`src/dbg_pkg.sv`:
```
package dbg_pkg;

    localparam int DATA_W       = 8;
    localparam int WORD_W       = 32;
    localparam int CLKS_PER_BIT = 8;
    localparam int FIFO_DEPTH   = 16;
    localparam int IMEM_AW      = 8;     // 256 program words
    localparam int REG_AW       = 5;     // 32 registers, 32 data words

    localparam int BIT_CNT_W    = $clog2(CLKS_PER_BIT);
    localparam int FIFO_AW      = $clog2(FIFO_DEPTH);

    // Host command bytes
    localparam logic [DATA_W-1:0] CMD_START = 8'h07;
    localparam logic [DATA_W-1:0] CMD_LOAD  = 8'hFE;
    localparam logic [DATA_W-1:0] CMD_DEBUG = 8'hFC;
    localparam logic [DATA_W-1:0] CMD_RUN   = 8'hF0;
    localparam logic [DATA_W-1:0] CMD_NEXT  = 8'h01;
    localparam logic [DATA_W-1:0] CMD_END   = 8'hF8;

    typedef enum logic [3:0] {
        IDLE,
        GET_CMD,
        LOAD_SIZE,
        LOAD_BYTE,
        WRITE_INST,
        STEP_WAIT,
        STEP_PULSE,
        RUN,
        DUMP_REG,
        DUMP_MEM,
        DUMP_PC
    } dbg_state_t;

endpackage

```
`src/fifo_if.sv`:
```
`timescale 1ns/1ps

interface fifo_if;
    import dbg_pkg::*;

    logic              wr;
    logic [DATA_W-1:0] wdata;
    logic              rd;
    logic [DATA_W-1:0] rdata;   // Head entry, valid while not empty
    logic              empty;
    logic              full;

    modport writer (
        output wr, wdata,
        input  full
    );

    modport reader (
        output rd,
        input  rdata, empty
    );

    modport storage (
        input  wr, wdata, rd,
        output rdata, empty, full
    );

endinterface

```
`src/debug_unit.sv`:
```
`timescale 1ns/1ps

module debug_unit (
    input  logic                        i_clock,
    input  logic                        i_reset,
    fifo_if.reader                      rx,
    fifo_if.writer                      tx,
    input  logic                        i_halt,
    input  logic [dbg_pkg::WORD_W-1:0]  i_pc,
    input  logic [dbg_pkg::WORD_W-1:0]  i_reg_data,
    input  logic [dbg_pkg::WORD_W-1:0]  i_mem_data,
    output logic [dbg_pkg::REG_AW-1:0]  o_reg_addr,
    output logic [dbg_pkg::REG_AW-1:0]  o_mem_addr,
    output logic                        o_mem_read,
    output logic                        o_imem_we,
    output logic [dbg_pkg::IMEM_AW-1:0] o_imem_addr,
    output logic [dbg_pkg::WORD_W-1:0]  o_imem_data,
    output logic                        o_core_enable
);
    import dbg_pkg::*;

    dbg_state_t         state;
    dbg_state_t         state_next;
    logic [1:0]         lane;          // Byte within the current word
    logic [REG_AW-1:0]  entry;         // Register or memory index in dump
    logic [IMEM_AW-1:0] word_cnt;
    logic [DATA_W-1:0]  size;
    logic               step_mode;
    logic [WORD_W-1:0]  inst_word;
    logic [WORD_W-1:0]  dump_word;

    // Pop only in states that consume a byte
    assign rx.rd = !rx.empty &&
                   (state inside {IDLE, GET_CMD, LOAD_SIZE, LOAD_BYTE, STEP_WAIT});
    assign tx.wr = !tx.full && (state inside {DUMP_REG, DUMP_MEM, DUMP_PC});
    assign tx.wdata = dump_word[8*lane +: DATA_W];

    assign o_reg_addr    = entry;
    assign o_mem_addr    = entry;
    assign o_mem_read    = (state == DUMP_MEM);
    assign o_imem_we     = (state == WRITE_INST);
    assign o_imem_addr   = word_cnt;
    assign o_imem_data   = inst_word;
    assign o_core_enable = (state == STEP_PULSE) || (state == RUN && !i_halt);

    always_comb begin
        case (state)
            DUMP_MEM: dump_word = i_mem_data;
            DUMP_PC:  dump_word = i_pc;
            default:  dump_word = i_reg_data;
        endcase
    end

    always_comb begin
        state_next = state;
        case (state)
            IDLE: begin
                if (rx.rd && rx.rdata == CMD_START) begin
                    state_next = GET_CMD;
                end
            end
            GET_CMD: begin
                if (rx.rd) begin
                    case (rx.rdata)
                        CMD_LOAD:  state_next = LOAD_SIZE;
                        CMD_DEBUG: state_next = STEP_WAIT;
                        CMD_RUN:   state_next = RUN;
                        default:   state_next = IDLE;   // Unknown command
                    endcase
                end
            end
            LOAD_SIZE: begin
                if (rx.rd) begin
                    state_next = (rx.rdata == '0) ? IDLE : LOAD_BYTE;
                end
            end
            LOAD_BYTE: begin
                if (rx.rd && lane == 2'd3) begin
                    state_next = WRITE_INST;
                end
            end
            WRITE_INST: begin
                state_next = (word_cnt + 1'b1 == size) ? IDLE : LOAD_BYTE;
            end
            STEP_WAIT: begin
                if (rx.rd && rx.rdata == CMD_NEXT) begin
                    state_next = STEP_PULSE;
                end else if (rx.rd && rx.rdata == CMD_END) begin
                    state_next = IDLE;
                end
            end
            STEP_PULSE: state_next = DUMP_REG;
            RUN: begin
                if (i_halt) begin
                    state_next = DUMP_REG;
                end
            end
            DUMP_REG: begin
                if (tx.wr && lane == 2'd3 && entry == '1) begin
                    state_next = DUMP_MEM;
                end
            end
            DUMP_MEM: begin
                if (tx.wr && lane == 2'd3 && entry == '1) begin
                    state_next = DUMP_PC;
                end
            end
            DUMP_PC: begin
                if (tx.wr && lane == 2'd3) begin
                    state_next = step_mode ? STEP_WAIT : IDLE;
                end
            end
            default: state_next = IDLE;
        endcase
    end

    always_ff @(posedge i_clock or posedge i_reset) begin
        if (i_reset) begin
            state     <= IDLE;
            lane      <= '0;
            entry     <= '0;
            word_cnt  <= '0;
            size      <= '0;
            step_mode <= 1'b0;
        end else begin
            state <= state_next;
            if (rx.rd && state == GET_CMD) begin
                step_mode <= (rx.rdata == CMD_DEBUG);
            end
            if (rx.rd && state == LOAD_SIZE) begin
                size     <= rx.rdata;
                word_cnt <= '0;
                lane     <= '0;
            end
            if (rx.rd && state == LOAD_BYTE) begin
                lane <= lane + 1'b1;
            end
            if (state == WRITE_INST) begin
                word_cnt <= word_cnt + 1'b1;
            end
            if (tx.wr) begin
                lane <= lane + 1'b1;
                if (lane == 2'd3 && state != DUMP_PC) begin
                    entry <= entry + 1'b1;          // Wraps between sections
                end
            end
        end
    end

    always_ff @(posedge i_clock) begin
        if (rx.rd && state == LOAD_BYTE) begin
            inst_word[8*lane +: DATA_W] <= rx.rdata;    // LSB first
        end
    end

    // Program writes stay inside the announced size
    assert property (@(posedge i_clock) disable iff (i_reset)
        o_imem_we |-> (o_imem_addr < size));

    // Every dump starts at register 0, byte 0
    assert property (@(posedge i_clock) disable iff (i_reset)
        $rose(state == DUMP_REG) |-> (lane == '0 && entry == '0));

endmodule

```
`src/flat_wrapper.sv`:
```
// flat-port wrapper written by rule: the top's interface ports become plain ports
module debug_unit_flat import dbg_pkg::*;
  (i_clock, i_reset, i_halt, i_pc, i_reg_data, i_mem_data, o_reg_addr, o_mem_addr, o_mem_read, o_imem_we, o_imem_addr, o_imem_data, o_core_enable, rx_rd, rx_rdata, rx_empty, tx_wr, tx_wdata, tx_full);
  fifo_if rx_i ();
  fifo_if tx_i ();
  input  logic i_clock;
  input  logic i_reset;
  input  logic i_halt;
  input  logic [dbg_pkg::WORD_W-1:0] i_pc;
  input  logic [dbg_pkg::WORD_W-1:0] i_reg_data;
  input  logic [dbg_pkg::WORD_W-1:0] i_mem_data;
  output logic [dbg_pkg::REG_AW-1:0] o_reg_addr;
  output logic [dbg_pkg::REG_AW-1:0] o_mem_addr;
  output logic o_mem_read;
  output logic o_imem_we;
  output logic [dbg_pkg::IMEM_AW-1:0] o_imem_addr;
  output logic [dbg_pkg::WORD_W-1:0] o_imem_data;
  output logic o_core_enable;
  output wire logic [$bits(rx_i.rd)-1:0] rx_rd;
  input wire logic [$bits(rx_i.rdata)-1:0] rx_rdata;
  input wire logic [$bits(rx_i.empty)-1:0] rx_empty;
  output wire logic [$bits(tx_i.wr)-1:0] tx_wr;
  output wire logic [$bits(tx_i.wdata)-1:0] tx_wdata;
  input wire logic [$bits(tx_i.full)-1:0] tx_full;
  assign rx_rd = rx_i.rd;
  assign rx_i.rdata = rx_rdata;
  assign rx_i.empty = rx_empty;
  assign tx_wr = tx_i.wr;
  assign tx_wdata = tx_i.wdata;
  assign tx_i.full = tx_full;
  debug_unit u_core (.i_clock(i_clock), .i_reset(i_reset), .rx(rx_i), .tx(tx_i), .i_halt(i_halt), .i_pc(i_pc), .i_reg_data(i_reg_data), .i_mem_data(i_mem_data), .o_reg_addr(o_reg_addr), .o_mem_addr(o_mem_addr), .o_mem_read(o_mem_read), .o_imem_we(o_imem_we), .o_imem_addr(o_imem_addr), .o_imem_data(o_imem_data), .o_core_enable(o_core_enable));
endmodule
```
`config.mk`:
```
export PLATFORM = sky130hd
export DESIGN_NAME = debug_unit_flat
export DESIGN_NICKNAME = d
export VERILOG_FILES = /design/src/dbg_pkg.sv /design/src/fifo_if.sv /design/src/debug_unit.sv /design/src/flat_wrapper.sv
export SDC_FILE = /design/constraint.sdc
export NUM_CORES = 1
export LEC_CHECK = 0
export BUFFER_PORTS_ARGS = -buffer_cell sky130_fd_sc_hd__buf_2
export CAP_MARGIN = 20
export CORE_ASPECT_RATIO = 1.75
export CORE_MARGIN = 8
export CORE_UTILIZATION = 49
export CTS_BUF_LIST = sky130_fd_sc_hd__clkbuf_4 sky130_fd_sc_hd__clkbuf_8
export DETAILED_ROUTE_END_ITERATION = 6
export HOLD_SLACK_MARGIN = 0.12
export PLACE_DENSITY = 0.84
export SETUP_SLACK_MARGIN = 0.2
export SKIP_CTS_REPAIR_TIMING = 1
export SYNTH_ARGS = -nofsm -noshare
export SYNTH_HDL_FRONTEND = slang
export SYNTH_SLANG_ARGS = --single-unit
```
`constraint.sdc`:
```
create_clock -name i_clock -period 2.35 [get_ports i_clock]
set_input_delay 0.47 -clock i_clock [delete_from_list [all_inputs] [get_ports i_clock]]
set_output_delay 0.47 -clock i_clock [all_outputs]
set_load 0.02 [all_outputs]
```
# After elaboration in Yosys (flattened, before gate mapping)
# Index checks and enable logic that the tools add are counted.
totals:
  reg_bits: 60
  inputBits: 109
  output_inout_bits: 63
  word_cells: 90
op_classes:
  add_sub_neg: 4
  eq_ne: 29
  shifts: 3
  n_mux: 22
  reduce_logical: 25
ops:
  columns: ["op", "count"]
  rows:
  - ["32-bit case mux with 2 select lines", 1]
  - ["4-bit case mux with 11 select lines", 1]
  - ["4-bit 2-to-1 mux", 10]
  - ["5-bit negator with 34-bit output", 1]
  - ["8-bit by 34-bit variable shift with 32-bit output (first input constant)", 1]
  - ["8-bit by 34-bit indexed part select with 32-bit output", 1]
  - ["32-bit bitwise mux", 1]
  - ["8-bit equality test (second input constant)", 4]
  - ["32-bit by 6-bit indexed part select with 8-bit output", 1]
  - ["4-bit by 3-bit equality test with 1-bit output (second input constant)", 4]
  - ["8-bit 2-to-1 mux", 2]
  - ["1-bit logical AND", 13]
  - ["4-bit equality test (second input constant)", 3]
  - ["2-bit 2-to-1 mux", 5]
  - ["2-bit != test (second input constant)", 5]
  - ["3-bit case mux with 3 select lines", 1]
  - ["9-bit AND reduction", 1]
  - ["8-bit by 1-bit adder with 8-bit output (second input constant)", 1]
  - ["4-bit by 2-bit equality test with 1-bit output (second input constant)", 2]
  - ["8-bit by 1-bit equality test with 1-bit output (second input constant)", 1]
  - ["8-bit by 3-bit equality test with 1-bit output (second input constant)", 1]
  - ["8-bit equality test", 1]
  - ["8-bit logical NOT", 1]
  - ["2-bit by 1-bit != test with 1-bit output (second input constant)", 3]
  - ["other kinds (15)", 18]

# Depth between registers and ports, before layout
# Gate-level depths: netlist of the first run.
logic_depth:
  ltp_word: 7
  depth_mapped: 9
  ltp_nobuf: 9

# Worst setup path after synthesis of the first run
# OpenSTA, ideal clock, no wires.
synth_timing:
  kind: "register to output"
  start: "reg u_core.state[1]"
  end: "out tx_wdata[4]"
  t_arrival_ns: 2.062
  t_required_ns: 1.880
  setup_slack_ns: -0.182
  path_stages_with_launch: 10
  n_path_buf: 3
  path_cell_list: "dfrtp_1 buf_2 nor2b_1 and2_1 buf_2 buf_2 a221oi_1 o21ai_0 nand3_1 o21ai_0"
synth_via:
  elab_chain_cells: 3
  elab_cells_between_ends: 4
  classes_between: "2 x eq/ne; 1 x shift; 1 x mux"
synth_lines:
  columns: ["element", "line", "source"]
  rows:
  - ["from (decl)", "debug_unit.sv:22", "dbg_state_t state;"]
  - ["from (signal assigned)", "debug_unit.sv:126", "state <= state_next;"]
  - ["4-bit equality test", "debug_unit.sv:47", "case (state)"]
  - ["32-bit case mux with 2 select lines *", "debug_unit.sv:47", null]
  - ["32-bit by 6-bit indexed part select with 8-bit output *", "debug_unit.sv:36", "assign tx.wdata = dump_word[8*lane +: DATA_W];"]
  - ["to (decl)", "flat_wrapper.sv:23", "output wire logic [$bits(tx_i.wdata)-1:0] tx_wdata;"]
# Every way passes the cells marked *; elsewhere a longest branch is shown, timed or not.

# Final worst setup path of the first run
layout_timing:
  start: "reg u_core.state[0]"
  end: "out tx_wdata[1]"
# Same word-level chain as after synthesis.

==> results.py, run 1 <==
metrics = {
    "outcome": {
        "run_status": "finished with violations",
        "failed_checks": "negative setup slack",
    },
    "die": {
        "die_w_microns": 82.9,
        "start_util_pct": 49.6,
        "die_area_sq_um": 11000,
        "core_sq_um": 7750,
        "placementRows": 43,
        "fp.dieH_microns": 133,
        "io_pins": 172,
    },
    "critical_path": {
        "crit_required_ns": 1.88,
        "critical_path_class": "flop to output port",
        "start_kind": "flop",
        "crit_path_end_kind": "output port",
        "critPathArrivalTime_ns": 2.20,
        "path_max_fanout": 7,
        "worstRegToRegCells": 7,
    },
    "sta": {
        "setup_tns_ns": -1.81,
        "period_share_pct": 113,
        "tightest_slew_ns": 0.532,
        "setup_viol": 8,
        "finalHoldViolCount": 0,
        "fin_crit_ns": 2.67,
        "finalWorstSetupSlack_ns": -0.317,
        "maxSlewViolCount": 0,
        "worst_hold_slack_ns": 0.187,
        "rsz0062_at_grt": "true",
        "slew_headroom_pct": 64.5,
        "worst_clock_skew_ns": 0.0108,
        "fmax_ghz": 0.375,
    },
    "synth": {
        "syn-mean-instance-area_sq_um": 9.95,
        "syn_area_sq_um": 3840,
        "synth_cell_types": 54,
        "seq_area_frac_synth_pct": 43.3,
        "muxShareOfSynthArea_pct": 3.78,
        "synth_xor_area_share_pct": 4.10,
        "yosysWarnings": 0,
        "synth_nets": 503,
        "async_flop_share_pct": 46.7,
        "syn_inst": 386,
        "ys.flop_type": "edfxtp_1",
        "yosys.area_share.simple_pct": 24.2,
        "synth_edf_count": 32,
        "synth_adder_area_share_pct": 2.61,
        "synth_compound_area_share_pct": 17.3,
        "synth_seq_cells": 60,
        "synth_top_family_by_area": "simple AND/OR/NAND/NOR gates",
    },
    "routing": {
        "drtIter0Drc": 263,
        "routed_via_density": 6.00,
        "drt_first_pass_iters": 5,
        "wirelength_mm": 13.3,
        "postRouteAntennaNets": 0,
        "drt_drc_violations_left": 0,
        "wl_per_cell_microns": 19.6,
        "dr_total_vias": 4069,
    },
    "cts": {
        "cts_root_buf": "clkbuf_8",
        "clkLatencyLatePin_ns": 0.34,
        "clk_pin_slew_ns": 0.08,
        "cts_tree": "yes",
        "cts_made_buffers": 9,
        "clock_path_buffers": 2,
        "htree_levels": 3,
        "cts.sinks": 60,
    },
    "finish": {
        "nNetsFinal": 700,
        "num_antenna_cells": 0,
        "drive_above_1_share_pct": 51.9,
        "area_growth_pct": 44.4,
        "final_cells": 678,
        "fillers": 574,
    },
    "hold_path": {
        "hold_class": "input port to async pin",
    },
    "global_routing": {
        "overflow": 0,
        "grt_pass1_vias": 4008,
        "grt_util_all_layers_pct": 21.7,
        "grt_max_degree": 29,
        "antenna_found_initial": 0,
        "grt_pass1_wl_mm": 19.9,
    },
    "pwr": {
        "power_density_nw_per_um2": 735,
        "p_leak_nw": 2.56,
        "peakVddDrop_mv": 0.573,
    },
    "run": {
        "drv_cap": 0,
    },
    "placement": {
        "port_buffers": 171,
        "dp.cells": 647,
        "routabilityCongestion": 0.915,
        "hpwl_mm": 9.76,
    },
}
## metal layers
layer | part of all wire (%) | wire, microns | global-route usage (%)
met1 | 36 | 4810 | 23.8
met4 | 3.9 | 512 | 12.1
met3 | 7.1 | 947 | 4.95
met2 | 53 | 7010 | 37.3
met5 | 0 | 0 | 0
## Yosys cell counts, drive strengths merged, types with 10 or more instances
library cell   n  area [sq um]
nor2          13          56.3
nand2         19          71.3
dfrtp         28           701
and2          39           249
buf           16          97.6
clkbuf        12          56.3
nand2b        29           181
nand3         19          95.1
a221oi        30           263
mux2          12           135
xnor2         10          87.6
o21ai         41           205
nand4         13          81.3
edfxtp        32           961
## logic make-up after synthesis
logic type      after synthesis
simple gates                159
compound gates               93
flops                        60
buf+inv                      35
xor+xnor                     18
mux                          13
fa+ha+maj                     8
## where the power goes
| part | total, W | internal [W] | switching [W] | leakage, nW |
|---|---|---|---|---|
| sequential | 0.00130 | 0.00122 | 0.0000775 | 0.678 |
| combinational | 0.00180 | 0.000803 | 0.000995 | 1.78 |
| clock | 0.000979 | 0.000506 | 0.000473 | 0.101 |
## layout make-up
cell class                 count  area [sq um]  share of cell area, %
multi-input combinational    291          2270                   41.0
clock buffer                   9           124                   2.23
timing repair buffer         214          1260                   22.8
tap                           90           113                   2.03
inverter                       7          26.3                  0.474
sequential                    60          1670                   30.0
clock inverter                 7          81.3                   1.47
## worst paths after layout
check / slack, ns / to / from
hold reg to reg: 0.51 / u_core.step_mode / u_core.step_mode
min in group i_clock: 0.50 / u_core.o_imem_data[27] / rx_rdata[3]
max in group asynchronous: 1.85 / u_core.o_imem_addr[3] / i_reset
hold / removal: 0.19 / u_core.o_mem_addr[0] / i_reset
setup reg to reg: 0.20 / u_core.state[2] / u_core.state[1]
setup / recovery: -0.32 / tx_wdata[1] / u_core.state[0]
## registers in the layout (all words and copies together), names as in the netlist
signal              count
u_core.o_imem_data     32
u_core.o_imem_addr      8
u_core.size             8
u_core.o_mem_addr       5
u_core.state            4
u_core.lane             2
u_core.step_mode        1
## critical path, cell delays in order (launching register included)
cell      delay, ns
dfrtp_1        0.43
nor2b_4        0.15
and2_4         0.18
buf_12         0.14
a221o_1        0.33
o22ai_1        0.18
a211oi_1       0.08
a31o_2         0.24
buf_6          0.13
## stage by stage
step | setup WS, ns | utilization [%] | total power (W) | area (sq um)
after floorplan | 0.118 | - | 0.00239 | 3900
after global placement | 0.0252 | 63.7 | 0.00282 | 4930
after detailed placement | -0.0212 | 63.7 | 0.00290 | 4930
after CTS | -0.399 | 66.3 | 0.00387 | 5140
after global routing | -0.395 | 71.6 | 0.00429 | 5550
final | -0.317 | 71.6 | 0.00407 | 5550
## cells in the final DEF, fill, tap and decap left out, types with 3 or more instances in the layout
| master | netlist | final |
|---|---|---|
| ha_4 | 0 | 3 |
| nand2_1 | 19 | 18 |
| nand2b_1 | 29 | 28 |
| nor3_1 | 5 | 4 |
| nand3_1 | 19 | 18 |
| a221o_1 | 3 | 3 |
| dfrtp_1 | 28 | 24 |
| edfxtp_1 | 32 | 32 |
| and2_2 | 4 | 4 |
| o21ai_0 | 38 | 32 |
| dfrtp_2 | 0 | 4 |
| mux2_2 | 12 | 11 |
| nor3b_2 | 0 | 4 |
| o21ai_2 | 0 | 7 |
| buf_6 | 1 | 3 |
| inv_1 | 5 | 4 |
| buf_2 | 9 | 166 |
| inv_6 | 0 | 4 |
| a21oi_1 | 4 | 4 |
| clkbuf_8 | 1 | 9 |
| xnor2_1 | 10 | 10 |
| ha_1 | 8 | 5 |
| buf_4 | 5 | 41 |
| a221oi_2 | 0 | 10 |
| xor2_1 | 8 | 7 |
| nor2_4 | 1 | 3 |
| nor2_1 | 12 | 8 |
| nand4_1 | 13 | 13 |
| and3_1 | 4 | 3 |
| a221oi_1 | 30 | 19 |
| and2_1 | 35 | 33 |
Note: power is estimated with default switching activity, not from simulation.
==> run 2: changes to the inputs <==
Settings changed: CORE_UTILIZATION 49 to 48, CTS_BUF_LIST sky130_fd_sc_hd__clkbuf_4 sky130_fd_sc_hd__clkbuf_8 to sky130_fd_sc_hd__clkbuf_16, PLACE_DENSITY 0.84 to 0.82, SLEW_MARGIN set to 40.
Clock period 2.35 ns to 2.6 ns, I/O delays scaled along.
==> run 2 against run 1 <==
The run still ends with negative setup slack left. Register-to-register slack better by 0.13 ns. Sequential power fell by 10%. Power decreased by 4.3%. Non-clock buffer count shrank 15. Clock power rose by 23%. Hold slack improved by 0.064 ns. Worst setup slack better by 0.26 ns. Sequential share of layout area rose by 0.61 points. Critical path type unchanged. Largest cell class unchanged.
==> results.py, run 2 (synthesis results as in run 1) <==
metrics = {
    "outcome": {
        "run_status": "finished with violations",
        "failed_checks": "negative setup slack",
    },
    "critical_path": {
        "critPathArrivalTime_ns": 2.14,
        "endpoint": "tx_wdata[1]",
        "path_max_fanout": 5,
        "reg2reg_to": "u_core.state[2]",
        "r2r_start": "u_core.lane[0]",
        "slowest_stage": "dfrtp_1",
        "crit_chain": "nor2b_4 -> and2_4 -> buf_6 -> a221o_1 -> o22ai_1 -> a211oi_1 -> a31o_2 -> buf_6",
        "r2r_slack_ns": 0.33,
        "start_kind": "flop",
        "crit_top_cell": "buf_6",
        "crit_required_ns": 2.08,
        "max_stage_delay_ns": 0.43,
        "critical_path_class": "flop to output port",
        "worstRegToRegCells": 8,
        "crit_start": "u_core.state[0]",
        "crit_path_end_kind": "output port",
    },
    "placement": {
        "hpwl_mm": 9.80,
        "routabilityCongestion": 0.927,
        "port_buffers": 171,
        "place_area_sq_um": 4830,
    },
    "finish": {
        "drive_above_1_share_pct": 46.4,
        "final_common_cell": "buf_2",
        "area_growth_pct": 41.1,
        "multi_input_area_sq_um": 2150,
        "fillers": 612,
        "layout_common_cells": "buf_2, and2_1, edfxtp_1",
        "nNetsFinal": 685,
        "design_area_sq_um": 5420,
        "num_antenna_cells": 0,
        "largest_register_ffs": 32,
        "fin_util_pct": 69.0,
        "regArea_sq_um": 1660,
    },
    "sta": {
        "slew_headroom_pct": 61.4,
        "fin_crit_ns": 2.66,
        "tightest_slew_ns": 0.578,
        "maxSlewViolCount": 0,
        "period_share_pct": 102,
        "setup_viol": 5,
        "worst_hold_slack_ns": 0.251,
        "fmax_ghz": 0.376,
        "setup_tns_ns": -0.0843,
        "worst_clock_skew_ns": 0.00787,
        "finalHoldViolCount": 0,
        "rsz0062_at_grt": "true",
        "finalWorstSetupSlack_ns": -0.0566,
    },
    "global_routing": {
        "antenna_found_initial": 0,
        "use_met2_pct": 38.0,
        "overflow": 0,
        "met1_usage_pct": 22.6,
        "grt_util_all_layers_pct": 21.4,
        "grt-busiest-layer": "met2",
        "grt_max_degree": 34,
        "grt_pass1_wl_mm": 19.7,
        "grt_pass1_vias": 3907,
        "gr-usage-met3_pct": 5.77,
    },
    "pwr": {
        "p_leak_nw": 2.52,
        "finalPower_w": 0.00390,
        "peakVddDrop_mv": 0.482,
        "power_density_nw_per_um2": 719,
    },
    "routing": {
        "dr_total_vias": 3852,
        "drt_drc_violations_left": 0,
        "postRouteAntennaNets": 0,
        "wl_per_cell_microns": 19.9,
        "routed_via_density": 5.81,
        "wirelength_mm": 13.2,
        "drtIter0Drc": 222,
        "drt_first_pass_iters": 4,
    },
    "hold_path": {
        "hold_class": "input port to async pin",
    },
    "die": {
        "start_util_pct": 48.9,
        "io_pins": 172,
        "core_sq_um": 7860,
        "die_w_microns": 83.6,
        "die_area_sq_um": 11200,
        "placementRows": 43,
        "fp.dieH_microns": 134,
    },
    "cts": {
        "cts_tree": "yes",
        "cts_root_buf": "clkbuf_16",
        "cts_made_buffers": 9,
        "clkLatencyLatePin_ns": 0.34,
        "htree_levels": 3,
        "clk_pin_slew_ns": 0.05,
        "clock_path_buffers": 2,
        "cts.sinks": 60,
    },
    "run": {
        "drv_cap": 0,
    },
}
[run 2: cell count changes in the layout (fill, tap and decap cells not counted), moves of 4 or more]
cell,delta
dfrtp_1,+4
buf_2,+4
buf_4,-21
inv_6,-4
clkbuf_8,-9
dfrtp_2,-4
clkbuf_16,+11
[run 2: worst min path at each step]
stage                           startpoint                    to  slack, ns  cells past startpoint
after floorplan           u_core.step_mode      u_core.step_mode       0.45                      2
after global placement    u_core.step_mode      u_core.step_mode       0.47                      2
after detailed placement  u_core.step_mode      u_core.step_mode       0.49                      2
after CTS                          i_reset        u_core.size[0]       0.25                      3
after global routing               i_reset        u_core.size[7]       0.30                      3
final                              i_reset  u_core.o_mem_addr[0]       0.25                      3
[run 2: routing by layer]
layer,vias to the layer above,part of all wire [%]
li1,1800,-
met1,1842,36
met2,172,54
met3,38,6.5
met4,0,3.3
met5,-,0
[run 2: final cells by class]
type                       count  share of cell area [%]
clock buffer                  10                    4.62
multi-input combinational    291                    39.6
clock inverter                 6                   0.993
tap                           90                    2.08
sequential                    60                    30.7
timing repair buffer         199                    21.4
inverter                       7                   0.623
[run 2: worst max-delay path: cells and delay by family (launching register included)]
kind / cells / cell delay (ns)
AOI/OAI and AO/OA: 4 / 0.78
buffers and inverters: 2 / 0.26
and+or+nand+nor: 2 / 0.33
DFF: 1 / 0.43
[run 2: where the power goes]
group	internal [W]	switching [W]	total, W
registers	0.00110	0.0000692	0.00117
clock network	0.000787	0.000410	0.00120
logic	0.000668	0.000859	0.00153
total	0.00256	0.00134	0.00390
[run 2: metrics by stage]
stage / worst slack, ns / cells
final: -0.0566 / 663
after floorplan: 0.173 / 386
after global placement: 0.224 / 638
after global routing: -0.105 / 663
after detailed placement: 0.0932 / 638
after CTS: -0.229 / 654
==> run 3: changes to the inputs <==
Settings changed: CORE_UTILIZATION 48 to 49, CTS_BUF_LIST sky130_fd_sc_hd__clkbuf_16 to sky130_fd_sc_hd__clkbuf_2, PLACE_DENSITY 0.82 to 0.84.
==> run 3 against run 2 <==
Combinational power up 5%. Critical path depth unchanged. Final cell count up 0.75%. Core utilization about the same. Die area down 1.7%. Flip-flop and latch count unchanged. Register-to-register slack worse by 0.04 ns. Clock skew up 0.025 ns. Via count up 1.1%. The run still ends with negative setup slack left. Power down 12%. Clock-buffer cell count unchanged.
==> results.py, run 3 (synthesis results as in run 1) <==
metrics = {
    "outcome": {
        "run_status": "finished with violations",
        "failed_checks": "negative setup slack",
    },
    "routing": {
        "wirelength_mm": 13.1,
        "drt_drc_violations_left": 0,
        "wl_per_cell_microns": 19.6,
        "routed_via_density": 5.83,
        "drtIter0Drc": 285,
        "postRouteAntennaNets": 0,
        "dr_total_vias": 3896,
        "drt_first_pass_iters": 5,
    },
    "critical_path": {
        "r2r_start": "u_core.o_imem_addr[0]",
        "start_kind": "flop",
        "crit_path_end_kind": "output port",
        "crit_start": "u_core.state[1]",
        "path_max_fanout": 23,
        "critPathArrivalTime_ns": 2.31,
        "reg2reg_to": "u_core.state[1]",
        "critical_path_class": "flop to output port",
        "endpoint": "tx_wdata[1]",
        "crit_required_ns": 2.08,
        "worstRegToRegCells": 7,
        "r2r_slack_ns": 0.29,
    },
    "finish": {
        "layout_common_cells": "buf_2, and2_1, edfxtp_1",
        "nNetsFinal": 691,
        "fin_util_pct": 69.0,
        "final_common_cell": "buf_2",
        "largest_register_ffs": 32,
        "drive_above_1_share_pct": 48.1,
        "num_antenna_cells": 0,
        "area_growth_pct": 39.1,
    },
    "die": {
        "fp.dieH_microns": 133,
        "die_w_microns": 82.9,
        "die_area_sq_um": 11000,
        "start_util_pct": 49.6,
        "placementRows": 43,
        "io_pins": 172,
        "core_sq_um": 7750,
    },
    "global_routing": {
        "grt_util_all_layers_pct": 20.9,
        "grt_pass1_wl_mm": 19.0,
        "grt_pass1_vias": 3875,
        "overflow": 0,
        "antenna_found_initial": 0,
        "grt_max_degree": 34,
    },
    "run": {
        "drv_cap": 0,
    },
    "hold_path": {
        "min_from": "rx_rdata[6]",
        "hold_class": "input port to flop",
    },
    "cts": {
        "htree_levels": 3,
        "clkLatencyLatePin_ns": 0.49,
        "cts_made_buffers": 9,
        "cts.sinks": 60,
        "cts_tree": "yes",
        "clock_path_buffers": 2,
        "cts_root_buf": "clkbuf_2",
        "clk_pin_slew_ns": 0.18,
    },
    "sta": {
        "worst_clock_skew_ns": 0.0328,
        "tightest_slew_ns": 0.637,
        "fin_crit_ns": 2.83,
        "finalWorstSetupSlack_ns": -0.230,
        "rsz0062_at_grt": "true",
        "fmax_ghz": 0.353,
        "maxSlewViolCount": 0,
        "finalHoldViolCount": 0,
        "setup_viol": 8,
        "slew_headroom_pct": 57.4,
        "period_share_pct": 109,
    },
    "pwr": {
        "power_density_nw_per_um2": 639,
        "peakVddDrop_mv": 0.537,
        "p_leak_nw": 2.49,
        "finalPower_w": 0.00342,
    },
    "placement": {
        "hpwl_mm": 9.69,
        "port_buffers": 171,
        "routabilityCongestion": 0.926,
    },
}
-- run 3: changes by cell type in the layout (fill, tap and decap cells not counted), moves of 3 or more --
| cell | before | now |
|---|---|---|
| a221oi_2 | 8 | 11 |
| buf_2 | 170 | 166 |
| buf_4 | 20 | 24 |
| buf_6 | 4 | 9 |
| clkbuf_16 | 13 | 3 |
| clkbuf_2 | 0 | 10 |
-- run 3: per-stage QoR --
stage,hold slack [ns],cells,instance area (sq um),worst slack (ns),TNS (ns)
2_1_floorplan,0.448,386,3860,0.173,0
3_3_place_gp,0.468,636,4810,0.193,0
6_report,0.344,668,5340,-0.230,-1.17
3_5_place_dp,0.491,636,4810,0.0942,0
4_1_cts,0.0207,651,4940,-0.460,-3.38
5_1_grt,0.297,668,5340,-0.350,-2.49
-- run 3: worst max-delay path, stage by stage (launching register included) --
cell and delay (ns):
dfrtp_1 0.42, nor2b_4 0.15, and2_4 0.17, buf_12 0.15, a221o_1 0.33, o22ai_1 0.18, a211oi_1 0.06, a31o_2 0.23
buf_6 0.13
-- run 3: area by class of cell --
class / count / area, sq um
clock buffer: 10 / 50.0
clock inverter: 5 / 77.6
fill: 583 / 2400
inverter: 7 / 38.8
multi-input combinational: 291 / 2160
sequential: 60 / 1660
tap: 90 / 113
timing repair buffer: 205 / 1240
-- run 3: report_power, final --
part | internal (W) | leakage (nW) | switching (W)
clock network | 0.000314 | 0.0778 | 0.000333
registers | 0.00110 | 0.681 | 0.0000676
logic | 0.000711 | 1.73 | 0.000888
-- run 3: how the worst min path moves through the flow --
stage | end | cells after the start | slack, ns
6_report | u_core.size[6] | 2 | 0.34
5_1_grt | u_core.size[6] | 2 | 0.30
4_1_cts | u_core.size[4] | 3 | 0.02
3_5_place_dp | u_core.step_mode | 2 | 0.49
3_3_place_gp | u_core.step_mode | 2 | 0.47
2_1_floorplan | u_core.step_mode | 2 | 0.45
-- run 3: routing by layer --
| layer | vias up | part of all wire [%] | GRT usage, % |
|---|---|---|---|
| met5 | - | 0 | 0 |
| li1 | 1812 | - | - |
| met3 | 63 | 7.5 | 6.48 |
| met2 | 215 | 53 | 36.4 |
| met1 | 1806 | 35 | 21.2 |
| met4 | 0 | 4.8 | 12.3 |
